--- src/rtl/zxuno_pkg.sv ---
package zxuno_pkg;

   // -----------------------------------------------
   // Bus structs
   // -----------------------------------------------

   // CPU side of the I/O bus, one copy fanned to every block
   typedef struct packed {
      logic [15:0] a;         // Full I/O address A15..A0
      logic        iorq_n;
      logic        rd_n;
      logic        wr_n;
      logic [7:0]  din;       // Data out of the CPU
   } cpu_bus_t;

   // Register space access from the indirect port pair
   typedef struct packed {
      logic [7:0] addr;             // Current register number
      logic       regrd;            // One cycle per data port read
      logic       regwr;            // One cycle per data port write
      logic       regaddr_changed;  // New value in the address register
   } reg_access_t;

   // One read source toward the CPU input data bus
   typedef struct packed {
      logic [7:0] dout;
      logic       oe_n;       // Low drives the bus
   } rd_src_t;

   // -----------------------------------------------
   // Register numbers and ports
   // -----------------------------------------------
   localparam logic [7:0]  REG_JOYCONF = 8'h06;
   localparam logic [7:0]  REG_SCRATCH = 8'hFE;
   localparam logic [7:0]  REG_COREID  = 8'hFF;

   localparam logic [15:0] DEF_ADDR_PORT     = 16'hFC3B;
   localparam logic [15:0] DEF_DATA_PORT     = 16'hFD3B;
   localparam logic [7:0]  DEF_KEMPSTON_PORT = 8'h1F;   // Low byte only

   // Read sources, lowest index wins the bus
   localparam int N_RD_SRC     = 5;
   localparam int SRC_ADDR     = 0;
   localparam int SRC_SCRATCH  = 1;
   localparam int SRC_COREID   = 2;
   localparam int SRC_JOYCONF  = 3;
   localparam int SRC_KEMPSTON = 4;

   localparam logic [7:0] FLOATING_BUS = 8'hFF;   // Pulled-up idle bus

   // I/O read cycle in progress
   function automatic logic io_rd(cpu_bus_t b);
      return !b.iorq_n && !b.rd_n;
   endfunction

   // I/O write cycle in progress
   function automatic logic io_wr(cpu_bus_t b);
      return !b.iorq_n && !b.wr_n;
   endfunction

endpackage

--- src/rtl/zxuno_regs.sv ---
`timescale 1ns/1ps

module zxuno_regs #(
   parameter logic [15:0] ADDR_PORT = zxuno_pkg::DEF_ADDR_PORT,
   parameter logic [15:0] DATA_PORT = zxuno_pkg::DEF_DATA_PORT
) (
   input  logic                   clk,
   input  logic                   rst_n,
   input  zxuno_pkg::cpu_bus_t    bus,
   output zxuno_pkg::reg_access_t racc,
   output zxuno_pkg::rd_src_t     addr_rd
);
   import zxuno_pkg::*;

   logic       addr_port_wr;   // Write to the address port
   logic       addr_port_rd;
   logic       data_port_wr;
   logic       data_port_rd;
   logic       addr_port_wr_q; // Previous cycle, for edge detect
   logic       data_port_wr_q;
   logic       data_port_rd_q;
   logic [7:0] addr_q;         // Register address
   logic       regrd_q;
   logic       regwr_q;
   logic       changed_q;

   // Port decode on all 16 address bits
   assign addr_port_wr = io_wr(bus) && (bus.a == ADDR_PORT);
   assign addr_port_rd = io_rd(bus) && (bus.a == ADDR_PORT);
   assign data_port_wr = io_wr(bus) && (bus.a == DATA_PORT);
   assign data_port_rd = io_rd(bus) && (bus.a == DATA_PORT);

   // -----------------------------------------------
   // Strobes and address register
   // -----------------------------------------------
   always_ff @(posedge clk) begin
      if (!rst_n) begin
         addr_port_wr_q <= 1'b0;
         data_port_wr_q <= 1'b0;
         data_port_rd_q <= 1'b0;
         addr_q         <= 8'h00;
         regrd_q        <= 1'b0;
         regwr_q        <= 1'b0;
         changed_q      <= 1'b0;
      end else begin
         addr_port_wr_q <= addr_port_wr;
         data_port_wr_q <= data_port_wr;
         data_port_rd_q <= data_port_rd;
         // One pulse per bus cycle however long it is held
         changed_q <= addr_port_wr && !addr_port_wr_q;
         regwr_q   <= data_port_wr && !data_port_wr_q;
         regrd_q   <= data_port_rd && !data_port_rd_q;
         if (addr_port_wr && !addr_port_wr_q) begin
            addr_q <= bus.din;   // Visible with the changed pulse
         end
      end
   end

   assign racc.addr            = addr_q;
   assign racc.regrd           = regrd_q;
   assign racc.regwr           = regwr_q;
   assign racc.regaddr_changed = changed_q;

   // Address readback
   assign addr_rd.dout = addr_q;
   assign addr_rd.oe_n = !addr_port_rd;

   // Data port read and write are separate bus cycles
   a_rdwr_excl: assert property (@(posedge clk) disable iff (!rst_n)
      !(racc.regrd && racc.regwr));

endmodule

--- src/rtl/scratch_register.sv ---
`timescale 1ns/1ps

module scratch_register #(
   parameter logic [15:0] DATA_PORT = zxuno_pkg::DEF_DATA_PORT
) (
   input  logic                   clk,
   input  logic                   rst_n,
   input  zxuno_pkg::reg_access_t racc,
   input  zxuno_pkg::cpu_bus_t    bus,
   output zxuno_pkg::rd_src_t     rd
);
   import zxuno_pkg::*;

   logic [7:0] scratch_q;   // General purpose byte
   logic       sel;         // Register selected
   logic       sel_rd;

   assign sel    = (racc.addr == REG_SCRATCH);
   assign sel_rd = io_rd(bus) && (bus.a == DATA_PORT) && sel;

   // Capture on the write strobe
   always_ff @(posedge clk) begin
      if (!rst_n) begin
         scratch_q <= 8'h00;
      end else if (racc.regwr && sel) begin
         scratch_q <= bus.din;   // din still held by the bus cycle
      end
   end

   // Drive the bus only during our own read
   assign rd.dout = scratch_q;
   assign rd.oe_n = !sel_rd;

endmodule

--- src/rtl/coreid.sv ---
`timescale 1ns/1ps

module coreid #(
   parameter logic [15:0]             DATA_PORT  = zxuno_pkg::DEF_DATA_PORT,
   parameter int                      COREID_LEN = 4,
   parameter logic [8*COREID_LEN-1:0] COREID     = "T1.0"
) (
   input  logic                   clk,
   input  logic                   rst_n,
   input  zxuno_pkg::reg_access_t racc,
   input  zxuno_pkg::cpu_bus_t    bus,
   output zxuno_pkg::rd_src_t     rd
);
   import zxuno_pkg::*;

   localparam int IDX_W = $clog2(COREID_LEN + 1);   // Room for the end state

   logic [IDX_W-1:0] idx;         // Next byte to hand out
   logic [7:0]       cur_byte;
   logic [7:0]       held_byte;   // Byte already consumed by this read
   logic             consumed;
   logic             sel_rd;
   logic             take;        // Strobe for one consumed byte

   assign sel_rd = io_rd(bus) && (bus.a == DATA_PORT) && (racc.addr == REG_COREID);
   assign take   = racc.regrd && (racc.addr == REG_COREID);

   // Byte select, first character sits in the top byte
   always_comb begin
      cur_byte = 8'h00;   // Past the end of the string
      for (int i = 0; i < COREID_LEN; i++) begin
         if (idx == IDX_W'(i)) begin
            cur_byte = COREID[8*(COREID_LEN-1-i) +: 8];
         end
      end
   end

   // -----------------------------------------------
   // Index and read hold
   // -----------------------------------------------
   always_ff @(posedge clk) begin
      if (!rst_n) begin
         idx      <= '0;
         consumed <= 1'b0;
      end else begin
         if (racc.regaddr_changed) begin
            idx <= '0;   // Restart the string
         end else if (take && idx != IDX_W'(COREID_LEN)) begin
            idx <= idx + 1'b1;   // Saturates at the end
         end
         if (take) begin
            consumed <= 1'b1;
         end else if (!sel_rd) begin
            consumed <= 1'b0;   // Bus cycle over
         end
      end
   end

   always_ff @(posedge clk) begin
      if (take) begin
         held_byte <= cur_byte;
      end
   end

   // Keep the presented byte stable until the read ends
   assign rd.dout = consumed ? held_byte : cur_byte;
   assign rd.oe_n = !sel_rd;

   a_idx_range: assert property (@(posedge clk) disable iff (!rst_n)
      idx <= IDX_W'(COREID_LEN));

endmodule

--- src/rtl/kempston_joystick.sv ---
`timescale 1ns/1ps

module kempston_joystick #(
   parameter logic [15:0] DATA_PORT     = zxuno_pkg::DEF_DATA_PORT,
   parameter logic [7:0]  KEMPSTON_PORT = zxuno_pkg::DEF_KEMPSTON_PORT
) (
   input  logic                   clk,
   input  logic                   rst_n,
   input  zxuno_pkg::reg_access_t racc,
   input  zxuno_pkg::cpu_bus_t    bus,
   input  logic [4:0]             db9,   // fire up down left right, low active
   output zxuno_pkg::rd_src_t     conf_rd,
   output zxuno_pkg::rd_src_t     joy_rd,
   output logic                   kempston_enabled
);
   import zxuno_pkg::*;

   logic [7:0] joyconf_q;   // Joystick configuration
   logic       conf_sel;
   logic       conf_sel_rd;
   logic       kemp_rd;     // Read of the Kempston port

   assign conf_sel    = (racc.addr == REG_JOYCONF);
   assign conf_sel_rd = io_rd(bus) && (bus.a == DATA_PORT) && conf_sel;
   assign kemp_rd     = io_rd(bus) && (bus.a[7:0] == KEMPSTON_PORT);   // Partial decode

   // -----------------------------------------------
   // Configuration register
   // -----------------------------------------------
   always_ff @(posedge clk) begin
      if (!rst_n) begin
         joyconf_q <= 8'h00;   // Kempston off
      end else if (racc.regwr && conf_sel) begin
         joyconf_q <= bus.din;
      end
   end

   assign kempston_enabled = joyconf_q[0];

   // Readback at REG_JOYCONF
   assign conf_rd.dout = joyconf_q;
   assign conf_rd.oe_n = !conf_sel_rd;

   // Kempston layout 000FUDLR, active high
   assign joy_rd.dout = {3'b000, ~db9};
   assign joy_rd.oe_n = !(kemp_rd && kempston_enabled);   // Floats when disabled

endmodule

--- src/rtl/cpu_data_mux.sv ---
`timescale 1ns/1ps

module cpu_data_mux (
   input  logic               clk,                        // Assertion sampling only
   input  zxuno_pkg::rd_src_t src [zxuno_pkg::N_RD_SRC],
   output logic [7:0]         cpudin
);
   import zxuno_pkg::*;

   logic [N_RD_SRC-1:0] drv;   // Sources driving the bus

   // Priority merge, index 0 wins
   always_comb begin
      cpudin = FLOATING_BUS;   // Nobody drives
      for (int i = N_RD_SRC - 1; i >= 0; i--) begin
         if (!src[i].oe_n) begin
            cpudin = src[i].dout;
         end
      end
   end

   always_comb begin
      for (int i = 0; i < N_RD_SRC; i++) begin
         drv[i] = !src[i].oe_n;
      end
   end

   // Decoders of all blocks must not overlap
   a_one_driver: assert property (@(posedge clk) $countones(drv) <= 1);

endmodule

--- src/rtl/zxuno_io.sv ---
`timescale 1ns/1ps

module zxuno_io #(
   parameter logic [15:0]             ADDR_PORT     = zxuno_pkg::DEF_ADDR_PORT,
   parameter logic [15:0]             DATA_PORT     = zxuno_pkg::DEF_DATA_PORT,
   parameter logic [7:0]              KEMPSTON_PORT = zxuno_pkg::DEF_KEMPSTON_PORT,
   parameter int                      COREID_LEN    = 4,
   parameter logic [8*COREID_LEN-1:0] COREID        = "T1.0"
) (
   input  logic        clk,        // 28 MHz system clock
   input  logic        rst_n,
   // CPU bus
   input  logic [15:0] a,
   input  logic        iorq_n,
   input  logic        rd_n,
   input  logic        wr_n,
   input  logic [7:0]  din,
   // DB9 joystick, low active
   input  logic        joyup,
   input  logic        joydown,
   input  logic        joyleft,
   input  logic        joyright,
   input  logic        joyfire,
   output logic [7:0]  cpudin,
   output logic [7:0]  user_regaddr,
   output logic        kempston_enabled
);
   import zxuno_pkg::*;

   cpu_bus_t    bus;
   reg_access_t racc;
   rd_src_t     src [N_RD_SRC];   // Read sources in priority order

   assign bus = '{a: a, iorq_n: iorq_n, rd_n: rd_n, wr_n: wr_n, din: din};
   assign user_regaddr = racc.addr;

   // -----------------------------------------------
   // Port decode and register address
   // -----------------------------------------------
   zxuno_regs #(.ADDR_PORT(ADDR_PORT), .DATA_PORT(DATA_PORT)) u_regs (
      .clk    (clk),
      .rst_n  (rst_n),
      .bus    (bus),
      .racc   (racc),
      .addr_rd(src[SRC_ADDR])
   );

   scratch_register #(.DATA_PORT(DATA_PORT)) u_scratch (
      .clk  (clk),
      .rst_n(rst_n),
      .racc (racc),
      .bus  (bus),
      .rd   (src[SRC_SCRATCH])
   );

   coreid #(
      .DATA_PORT (DATA_PORT),
      .COREID_LEN(COREID_LEN),
      .COREID    (COREID)
   ) u_coreid (
      .clk  (clk),
      .rst_n(rst_n),
      .racc (racc),
      .bus  (bus),
      .rd   (src[SRC_COREID])
   );

   kempston_joystick #(.DATA_PORT(DATA_PORT), .KEMPSTON_PORT(KEMPSTON_PORT)) u_joy (
      .clk             (clk),
      .rst_n           (rst_n),
      .racc            (racc),
      .bus             (bus),
      .db9             ({joyfire, joyup, joydown, joyleft, joyright}),
      .conf_rd         (src[SRC_JOYCONF]),
      .joy_rd          (src[SRC_KEMPSTON]),
      .kempston_enabled(kempston_enabled)
   );

   // Merge onto the CPU input bus
   cpu_data_mux u_mux (
      .clk   (clk),
      .src   (src),
      .cpudin(cpudin)
   );

endmodule

--- config.mk ---
export PLATFORM = sky130hd
export DESIGN_NAME = zxuno_io
export DESIGN_NICKNAME = d
export VERILOG_FILES = /design/src/rtl/zxuno_pkg.sv /design/src/rtl/zxuno_regs.sv /design/src/rtl/scratch_register.sv /design/src/rtl/coreid.sv /design/src/rtl/kempston_joystick.sv /design/src/rtl/cpu_data_mux.sv /design/src/rtl/zxuno_io.sv
export SDC_FILE = /design/constraint.sdc
export NUM_CORES = 1
export LEC_CHECK = 0
export BUFFER_PORTS_ARGS = -buffer_cell sky130_fd_sc_hd__buf_2
export CAP_MARGIN = 40
export CORE_MARGIN = 2
export CORE_UTILIZATION = 58
export CTS_BUF_LIST = sky130_fd_sc_hd__clkbuf_16
export CTS_CLUSTER_SIZE = 8
export DETAILED_ROUTE_END_ITERATION = 10
export GPL_TIMING_DRIVEN = 0
export PLACE_DENSITY = 0.85
export SLEW_MARGIN = 15
export SYNTH_ARGS = -nofsm -noshare
export SYNTH_HDL_FRONTEND = slang
export SYNTH_SLANG_ARGS = --single-unit
--- constraint.sdc ---
create_clock -name clk -period 3.6 [get_ports clk]
set_input_delay 0.72 -clock clk [delete_from_list [all_inputs] [get_ports clk]]
set_output_delay 0.72 -clock clk [all_outputs]
set_load 0.005 [all_outputs]
==> results of run 1 <==
worst register-to-register path, cell delays in order, from the launching register on:
cell and delay, ns:
sky130_fd_sc_hd__dfxtp_1 0.46, sky130_fd_sc_hd__and4_1 0.27, sky130_fd_sc_hd__and4_1 0.18, sky130_fd_sc_hd__buf_2 0.18
sky130_fd_sc_hd__nand3_1 0.12, sky130_fd_sc_hd__inv_1 0.25
logic make-up (layout without fill, tap and decap cells):
family	count (synthesis)	in the layout	synth area share, %
AOI/OAI and AO/OA	38	38	11.76
xor gates and xnor gates	1	1	0.3900
adders and majority gates	5	5	2.786
buffers and inverters	28	84	7.409
DFF	40	40	38.33
muxes	25	25	11.14
and+or+nand+nor	95	95	28.19
routing by layer:
layer	share of wire, %	wire, µm
met1	43	2348
met2	48	2624
met3	7.1	389
met4	1.8	98
met5	0	0
flip-flops by register name, summed over array words and instances (netlist names):
name / count
u_joy.joyconf_q: 8
u_regs.addr_q: 8
u_scratch.scratch_q: 8
u_coreid.held_byte: 6
u_coreid.idx: 3
u_coreid.consumed: 1
u_regs.addr_port_wr_q: 1
u_regs.changed_q: 1
u_regs.data_port_rd_q: 1
u_regs.data_port_wr_q: 1
u_regs.regrd_q: 1
u_regs.regwr_q: 1
cell type report:
class,instances,area share (%)
Tap cell,48,2.217
Buffer,17,4.619
Sequential cell,40,31.78
Inverter,11,1.524
Clock inverter,3,1.386
Timing Repair Buffer,48,8.868
Multi-Input combinational cell,164,44.99
Clock buffer,5,4.619
Yosys cell counts, types with 2 or more instances:
| cell | instances |
|---|---|
| sky130_fd_sc_hd__a21oi_1 | 5 |
| sky130_fd_sc_hd__a22o_1 | 2 |
| sky130_fd_sc_hd__a311oi_1 | 2 |
| sky130_fd_sc_hd__a31oi_1 | 6 |
| sky130_fd_sc_hd__a32oi_1 | 2 |
| sky130_fd_sc_hd__and2_1 | 4 |
| sky130_fd_sc_hd__and4_1 | 2 |
| sky130_fd_sc_hd__buf_4 | 8 |
| sky130_fd_sc_hd__buf_6 | 4 |
| sky130_fd_sc_hd__clkbuf_1 | 4 |
| sky130_fd_sc_hd__dfxtp_1 | 34 |
| sky130_fd_sc_hd__edfxtp_1 | 6 |
| sky130_fd_sc_hd__ha_1 | 5 |
| sky130_fd_sc_hd__inv_1 | 11 |
| sky130_fd_sc_hd__mux2i_1 | 25 |
| sky130_fd_sc_hd__nand2_1 | 11 |
| sky130_fd_sc_hd__nand3_1 | 8 |
| sky130_fd_sc_hd__nand3b_1 | 2 |
| sky130_fd_sc_hd__nand4_1 | 2 |
| sky130_fd_sc_hd__nor2_1 | 20 |
| sky130_fd_sc_hd__nor2b_1 | 26 |
| sky130_fd_sc_hd__nor3_1 | 4 |
| sky130_fd_sc_hd__nor4_4 | 3 |
| sky130_fd_sc_hd__o211ai_1 | 2 |
| sky130_fd_sc_hd__o21ai_0 | 10 |
| sky130_fd_sc_hd__o221ai_1 | 2 |
power by group:
part           switching (mW)  internal (mW)  leakage (nW)
clock network           0.169          0.322        0.0789
registers         0.000000850          0.452         0.326
logic                  0.0220         0.0231         0.836
total                   0.191          0.797          1.24
layout by cell type, fill, tap and decap left out, types with 3 or more instances in the layout:
| master | instances |
|---|---|
| sky130_fd_sc_hd__a21oi_1 | 5 |
| sky130_fd_sc_hd__a31oi_1 | 6 |
| sky130_fd_sc_hd__and2_1 | 4 |
| sky130_fd_sc_hd__buf_2 | 49 |
| sky130_fd_sc_hd__buf_4 | 8 |
| sky130_fd_sc_hd__buf_6 | 4 |
| sky130_fd_sc_hd__clkbuf_1 | 4 |
| sky130_fd_sc_hd__clkbuf_16 | 5 |
| sky130_fd_sc_hd__dfxtp_1 | 34 |
| sky130_fd_sc_hd__edfxtp_1 | 6 |
| sky130_fd_sc_hd__ha_1 | 5 |
| sky130_fd_sc_hd__inv_1 | 11 |
| sky130_fd_sc_hd__mux2i_1 | 25 |
| sky130_fd_sc_hd__nand2_1 | 11 |
| sky130_fd_sc_hd__nand3_1 | 8 |
| sky130_fd_sc_hd__nor2_1 | 20 |
| sky130_fd_sc_hd__nor2b_1 | 26 |
| sky130_fd_sc_hd__nor3_1 | 4 |
| sky130_fd_sc_hd__nor4_4 | 3 |
| sky130_fd_sc_hd__o21ai_0 | 10 |
final timing paths:
check | from | end | slack (ns) | cells past startpoint
setup / recovery | a[6] | cpudin[6] | 0.56 | 7
hold / removal | u_regs.data_port_wr_q$_SDFF_PN0_ | u_regs.regwr_q$_SDFF_PN0_ | 0.40 | 1
setup reg to reg | u_regs.addr_q[3]$_SDFFE_PN0P_ | u_coreid.held_byte[3]$_DFFE_PP_ | 1.83 | 5
hold reg to reg | u_regs.data_port_wr_q$_SDFF_PN0_ | u_regs.regwr_q$_SDFF_PN0_ | 0.40 | 1
==> results.txt, run 1 <==
Largest area contributor in the synthesized netlist: sky130_fd_sc_hd__dfxtp_1. Buffers added to address setup during post-CTS repair amount to 0. The top achievable clock speed was 329.2 MHz. Port buffering added 48 buffers. For met2 alone, demand over resource in global routing was 45.13%. Peak-usage layer in the global routing report: met2. The combined flip-flop and latch cell area was 860.8 µm².

The tools report the maximum count of clock buffers along a single path as 2. The run gives 0.28 ns as the clock latency at the later pin of the worst-skew pair. Once detailed placement completed, the half-perimeter wirelength came to 3.859 mm.

For this design, the CTS-stage hold fixing added 0 buffers. Of all flip-flops after synthesis, the portion carrying an async set or reset was 0%. The path class of the lowest-slack min-delay path is reg2reg. The detail route stage leaves a number of antenna-violating nets equal to 0.

The combined area of the multi-input logic cells was 1219 µm²; the number of max-slew violations in the final report was 0. The logs give 63.92% for the worst-case headroom to the max-slew limit and 5.461 mm for the wire length after detailed routing. Dividing the detail-routed wire length by the instance count gives 16.25 µm. The final cycle utilization of the critical path came out at 84.38%.

The wire length of the first global-routing pass is 8.873 mm, and the post-cts repair resize count is 0. For the number of distinct standard cells referenced by the synthesized netlist, the log shows 48. Routability-driven placement finished with a final weighted congestion of 0.8230. Clock period minus worst slack: 3.038 ns.

The number of buffer and inverter stages on the critical path is 2, and the number of global-route vias before repair is 1834. The tools report the deepest level of the CTS H-tree as 2. After clock tree synthesis, the clock-pin slew on the worst setup and hold paths is 0.06 ns.

The critical path goes through buf_2, nand4bb_4, nor4_4, nor2_1, o221a_2, a311o_2, buf_2. The run gives 0.4015 ns as the final-layout worst hold slack. The run gives 328 as the cell count after placement. Maximum number of pins on one net before global-route repair: 13.

The post-detailed-placement cell area was 2546 µm². The most numerous cell type found on the critical path is sky130_fd_sc_hd__buf_2. OpenSTA, run right after detailed placement, puts the worst setup slack at 0.5829 ns. The post-detailed-route via-to-cell ratio was 5.729. TritonCTS built the clock tree. In the post-synthesis netlist, the biggest area contributors are sky130_fd_sc_hd__dfxtp_1 30%, sky130_fd_sc_hd__mux2i_1 11%, sky130_fd_sc_hd__edfxtp_1 8.0%. For the pin with the worst max-slew slack, the measured transition is 0.5372 ns. Synthesis produced a netlist with a net count of 271. STA classifies the critical path startpoint as an input pin. The flow ran to the end, and the final reports show no timing, DRC or antenna violations. The die is 66.23 µm wide.

The finished layout holds 336 standard cells, fillers aside. Setup violations remaining at the end of the flow were counted as 0. The tools report the full die area as 4386 µm². The tools report the total clock buffers created by CTS as 5.

Category of cells accounting for the largest share of critical-path delay: simple AND/OR/NAND/NOR gates. The core region is 3689 µm². The sequential cell area fraction in the yosys report was 38.33%; the static leakage was 1.240 nW. Count of endpoints failing hold in the final timing report: 0.

0 antenna diodes ended up in the layout. Global routing used 27.21% of the available tracks across all layers. Counting every sink on the clock net gives 40. Summing internal, switching and leakage power gives 0.9874 mW.

The critical path in this run is classified as in2out. During I/O placement, the number of pins put on the boundary was 51. The run gives 0 as the DRC violation count after routing. For the netlist area before placement, the log shows 2246 µm². At the worst endpoint, the required time is 2.88 ns. The die is 66.23 µm tall.

Of the post-synthesis cell area, the dominant cell type holds 30.31%. On the critical path, the stage with the largest delay is an instance of sky130_fd_sc_hd__nor4_4. The final design utilization was 73.44%. From synthesis to final layout, the design area changed by 20.61%.

After the first detailed-routing iteration, the DRC count stood at 109. Synthesis handed over a netlist of 232 instances. Max-cap violations in this run came to 0.

Summing over every cut layer, the via total after detailed routing is 1925. The logs give 0 ns for the setup TNS and 275 for the number of filler instances in the final layout. STA classifies the critical path endpoint as an output port.

The endpoint arrival time on the critical path came out at 2.32 ns. The global-route met3 utilization came out at 4.089%. The met1 track utilization from global routing is 35.39%, and the share of post-route cells with drive strength above 1 is 28.13%.

After layout, the worst setup slack is 0.5623 ns. The average instance in the mapped netlist occupies 9.681 µm². In this run, synthesis inferred 6 flip-flops with an integrated enable. The most used flip-flop cell after synthesis is sky130_fd_sc_hd__dfxtp_1. The highest net fanout along the worst path is 8.

The design area is 2709 µm², and the critical path's largest stage delay is 0.54 ns. The tools report the initial antenna violation count as 0. The starting density of the core came out at 60.89%. The logs give 326 for the total number of nets in the final design and 0 for the warning count from the yosys run. The tree is rooted in a sky130_fd_sc_hd__clkbuf_16.

The total overflow left after global routing is 0. The count of standard-cell rows is 22, and the setup clock skew after layout is 0.004915 ns. Power spread over the standard cell area amounts to 364.5 nW/µm². Number of register bits inferred by synthesis: 40. Before antenna repair, the detailed router went through 4 iterations.

VDD sags by at most 0.0002755 V. Setup repair after global routing left no endpoint under its margin.
(Power assumes the default switching activity.)
==> inputs of run 2 (changes only) <==
--- a/config.mk
+++ b/config.mk
@@ -8,12 +8,12 @@
 export BUFFER_PORTS_ARGS = -buffer_cell sky130_fd_sc_hd__buf_2
 export CAP_MARGIN = 40
 export CORE_MARGIN = 2
-export CORE_UTILIZATION = 58
+export CORE_UTILIZATION = 54
 export CTS_BUF_LIST = sky130_fd_sc_hd__clkbuf_16
 export CTS_CLUSTER_SIZE = 8
 export DETAILED_ROUTE_END_ITERATION = 10
 export GPL_TIMING_DRIVEN = 0
-export PLACE_DENSITY = 0.85
+export PLACE_DENSITY = 0.8
 export SLEW_MARGIN = 15
 export SYNTH_ARGS = -nofsm -noshare
 export SYNTH_HDL_FRONTEND = slang
==> constraint.sdc (replaced) <==
create_clock -name clk -period 3.1 [get_ports clk]
set_input_delay 0.62 -clock clk [delete_from_list [all_inputs] [get_ports clk]]
set_output_delay 0.62 -clock clk [all_outputs]
set_load 0.005 [all_outputs]
==> results.txt, run 2 (synthesis gave the netlist of run 1 again) <==
In this run the most used layer during global routing was met2. Cells with a size suffix above 1 make up 28.13% of the layout. The data required time at the worst endpoint was 2.48 ns; the endpoint arrival time on the critical path was 2.24 ns. Setup violations remaining at the end of the flow were counted as 0. In the final routed layout, each cell accounts on average for 16.46 µm.

After legalization and detailed placement, the total HPWL measured 3.903 mm. The destination of the worst hold path is u_regs.regwr_q$_SDFF_PN0_. At the end of routability-driven placement, the weighted congestion stood at 0.8360. Area growth from synthesis to layout: 20.50%. The critical path is of the in2out type. STA classifies the critical path endpoint as an output port. The power density over cell area came out at 413.2 nW/µm². In this run the most critical hold path is launched from u_regs.data_port_wr_q$_SDFF_PN0_. The multi-input combinational cells in the finished layout cover a total of 1219 µm².

In the final design database the tool counted 326 nets. The floorplan step set the die height to 68.49 µm. The tools report the worst IR drop on VDD as 0.0003073 V. The post-detailed-route via-to-cell ratio works out to 5.642.

The sink count of the clock tree is 40. For this run, global-route usage on met1 was measured as 32.38%. The filler cells instantiated in the layout total 331. The wire length of the first global-routing pass came out at 8.307 mm. The run gives 56.15% as the starting density of the core.

In the final layout, flip-flops and latches occupy 860.8 µm². Start of the worst register-to-register path: u_regs.addr_q[7]$_SDFFE_PN0P_. The logs give 0 for the setup fix buffers added after clock tree synthesis and 0 for the DRC violation count after routing. The tools report the global-route met3 utilization as 5.682%. 51 I/O pins were placed. The first-pass iteration count of the detailed router is 4. The top cell types in the final layout, fill and taps aside, are 49 x sky130_fd_sc_hd__buf_2, 34 x sky130_fd_sc_hd__dfxtp_1, 26 x sky130_fd_sc_hd__nor2b_1.

The min-delay analysis places its worst path in the category reg2reg. The clock latency at the later pin of the worst-skew pair is 0.28 ns, and the clock period minus worst slack is 2.860 ns. From left edge to right edge, the die measures 68.49 µm. The total clock buffers created by CTS was 5.

The region available for standard cell placement spans 4000 µm². The clock arrives with 0.009728 ns of skew. The final-layout worst hold slack came out at 0.4035 ns. Adding up every negative setup slack in the final design gives 0 ns. The tools report the count of standard-cell rows as 23. The count of endpoints failing hold in the final timing report was 0; the met2 demand-to-capacity share in global routing was 39.66%. The run gives 1.27 ns as the slack of the worst reg-to-reg path. Hold repair after CTS inserted 0 buffers.

Leaving out fill and tap cells, the most frequent cell in the layout is sky130_fd_sc_hd__buf_2. The largest registers in the layout are u_joy.joyconf_q: 8 flops, u_regs.addr_q: 8 flops, u_scratch.scratch_q: 8 flops. STA classifies the critical path startpoint as an input pin. The maximum count of clock buffers along a single path is 2, and the starting DRC count in detailed routing is 146.

Deepest level of the CTS H-tree: 2. The total congestion overflow was 0. The worst register-to-register path has a depth of 5.

Across every metal layer, demand over resource in global routing totals 24.47%. The root buffer cell was sky130_fd_sc_hd__clkbuf_16. The flow ran to the end, and the final reports show no timing, DRC or antenna violations. During placement, the flow inserted port buffers numbering 48. The number of global-route vias before repair is 1722, and the transition at the pin with the smallest max-transition slack is 0.5416 ns.

The initial antenna violation count came out at 0. Setup repair after global routing left no endpoint under its margin. The wire length after detailed routing was 5.563 mm; the clock slew seen by the registers of the worst setup and hold paths was 0.06 ns. Derived from the worst setup path, the maximum achievable clock frequency is 349.7 MHz.

The repair_antennas step left the layout with diodes totalling 0. The post-cts repair resize count came out at 0. The count of vias placed by the detailed router was 1907. The final cycle utilization of the critical path was 92.26%; the number of stages on the worst hold path was 1. TritonCTS built the clock tree. The post-detailed-route count of antenna-violating nets was 0. Across the run, the number of max-cap violations was 0. The worst-case headroom to the max-slew limit came out at 63.62%. The static leakage was 1.239 nW.

The tools report the full die area as 4691 µm². The highest net fanout along the worst path came out at 8. For the number of max-slew violations in the final report, the log shows 0.

Entering global routing, the biggest net connects 13 pins. The endpoint of the worst-slack reg-to-reg timing path was u_coreid.held_byte[2]$_DFFE_PP_.
==> run 2: critical path, cell delays in order <==
cell	delay, ns
sky130_fd_sc_hd__buf_2	0.10
sky130_fd_sc_hd__nand4bb_4	0.25
sky130_fd_sc_hd__nor4_4	0.55
sky130_fd_sc_hd__nor2_1	0.13
sky130_fd_sc_hd__o221a_2	0.16
sky130_fd_sc_hd__a311o_2	0.30
sky130_fd_sc_hd__buf_2	0.13
==> run 2: metal layers <==
layer	vias to the layer above	share of wire, %
met2	85	48
met3	6	8.4
li1	928	-
met5	-	0
met4	0	1.2
met1	888	42
==> run 2: area by class of cell <==
| cell class | count | area share, % |
|---|---|---|
| buffer | 17 | 4.623 |
| clock buffer | 6 | 5.548 |
| clock inverter | 2 | 0.2774 |
| inverter | 11 | 1.526 |
| multi-input combinational | 164 | 45.03 |
| sequential | 40 | 31.81 |
| tap | 50 | 2.312 |
| timing repair buffer | 48 | 8.877 |
==> run 2: metrics by stage <==
stage	setup slack, ns	instances	total power, mW	util, %	cell area [µm²]
after floorplan	0.6609	232	0.5578	-	2246
after global placement	0.2578	330	0.5878	63.72	2549
after detailed placement	0.2528	330	0.5881	63.72	2549
after CTS	0.2527	338	1.120	67.66	2706
after global routing	0.1065	338	1.152	67.66	2706
final	0.2400	338	1.118	67.66	2706
==> run 2: report_power, final <==
group / total [mW] / internal, mW / switching, mW
registers: 0.525 / 0.525 / 0.000000994
clock network: 0.541 / 0.341 / 0.200
logic: 0.0525 / 0.0268 / 0.0257
total: 1.12 / 0.893 / 0.225
==> run 2: worst max-delay path by stage <==
stage / slack [ns] / from / endpoint / cells after the start
after floorplan: 0.66 / iorq_n / cpudin[6] / 5
after global placement: 0.26 / a[6] / cpudin[6] / 7
after detailed placement: 0.25 / a[6] / cpudin[6] / 7
after CTS: 0.25 / a[6] / cpudin[6] / 7
after global routing: 0.11 / u_coreid.idx[0]$_SDFFE_PP0P_ / cpudin[0] / 8
final: 0.24 / a[6] / cpudin[6] / 7
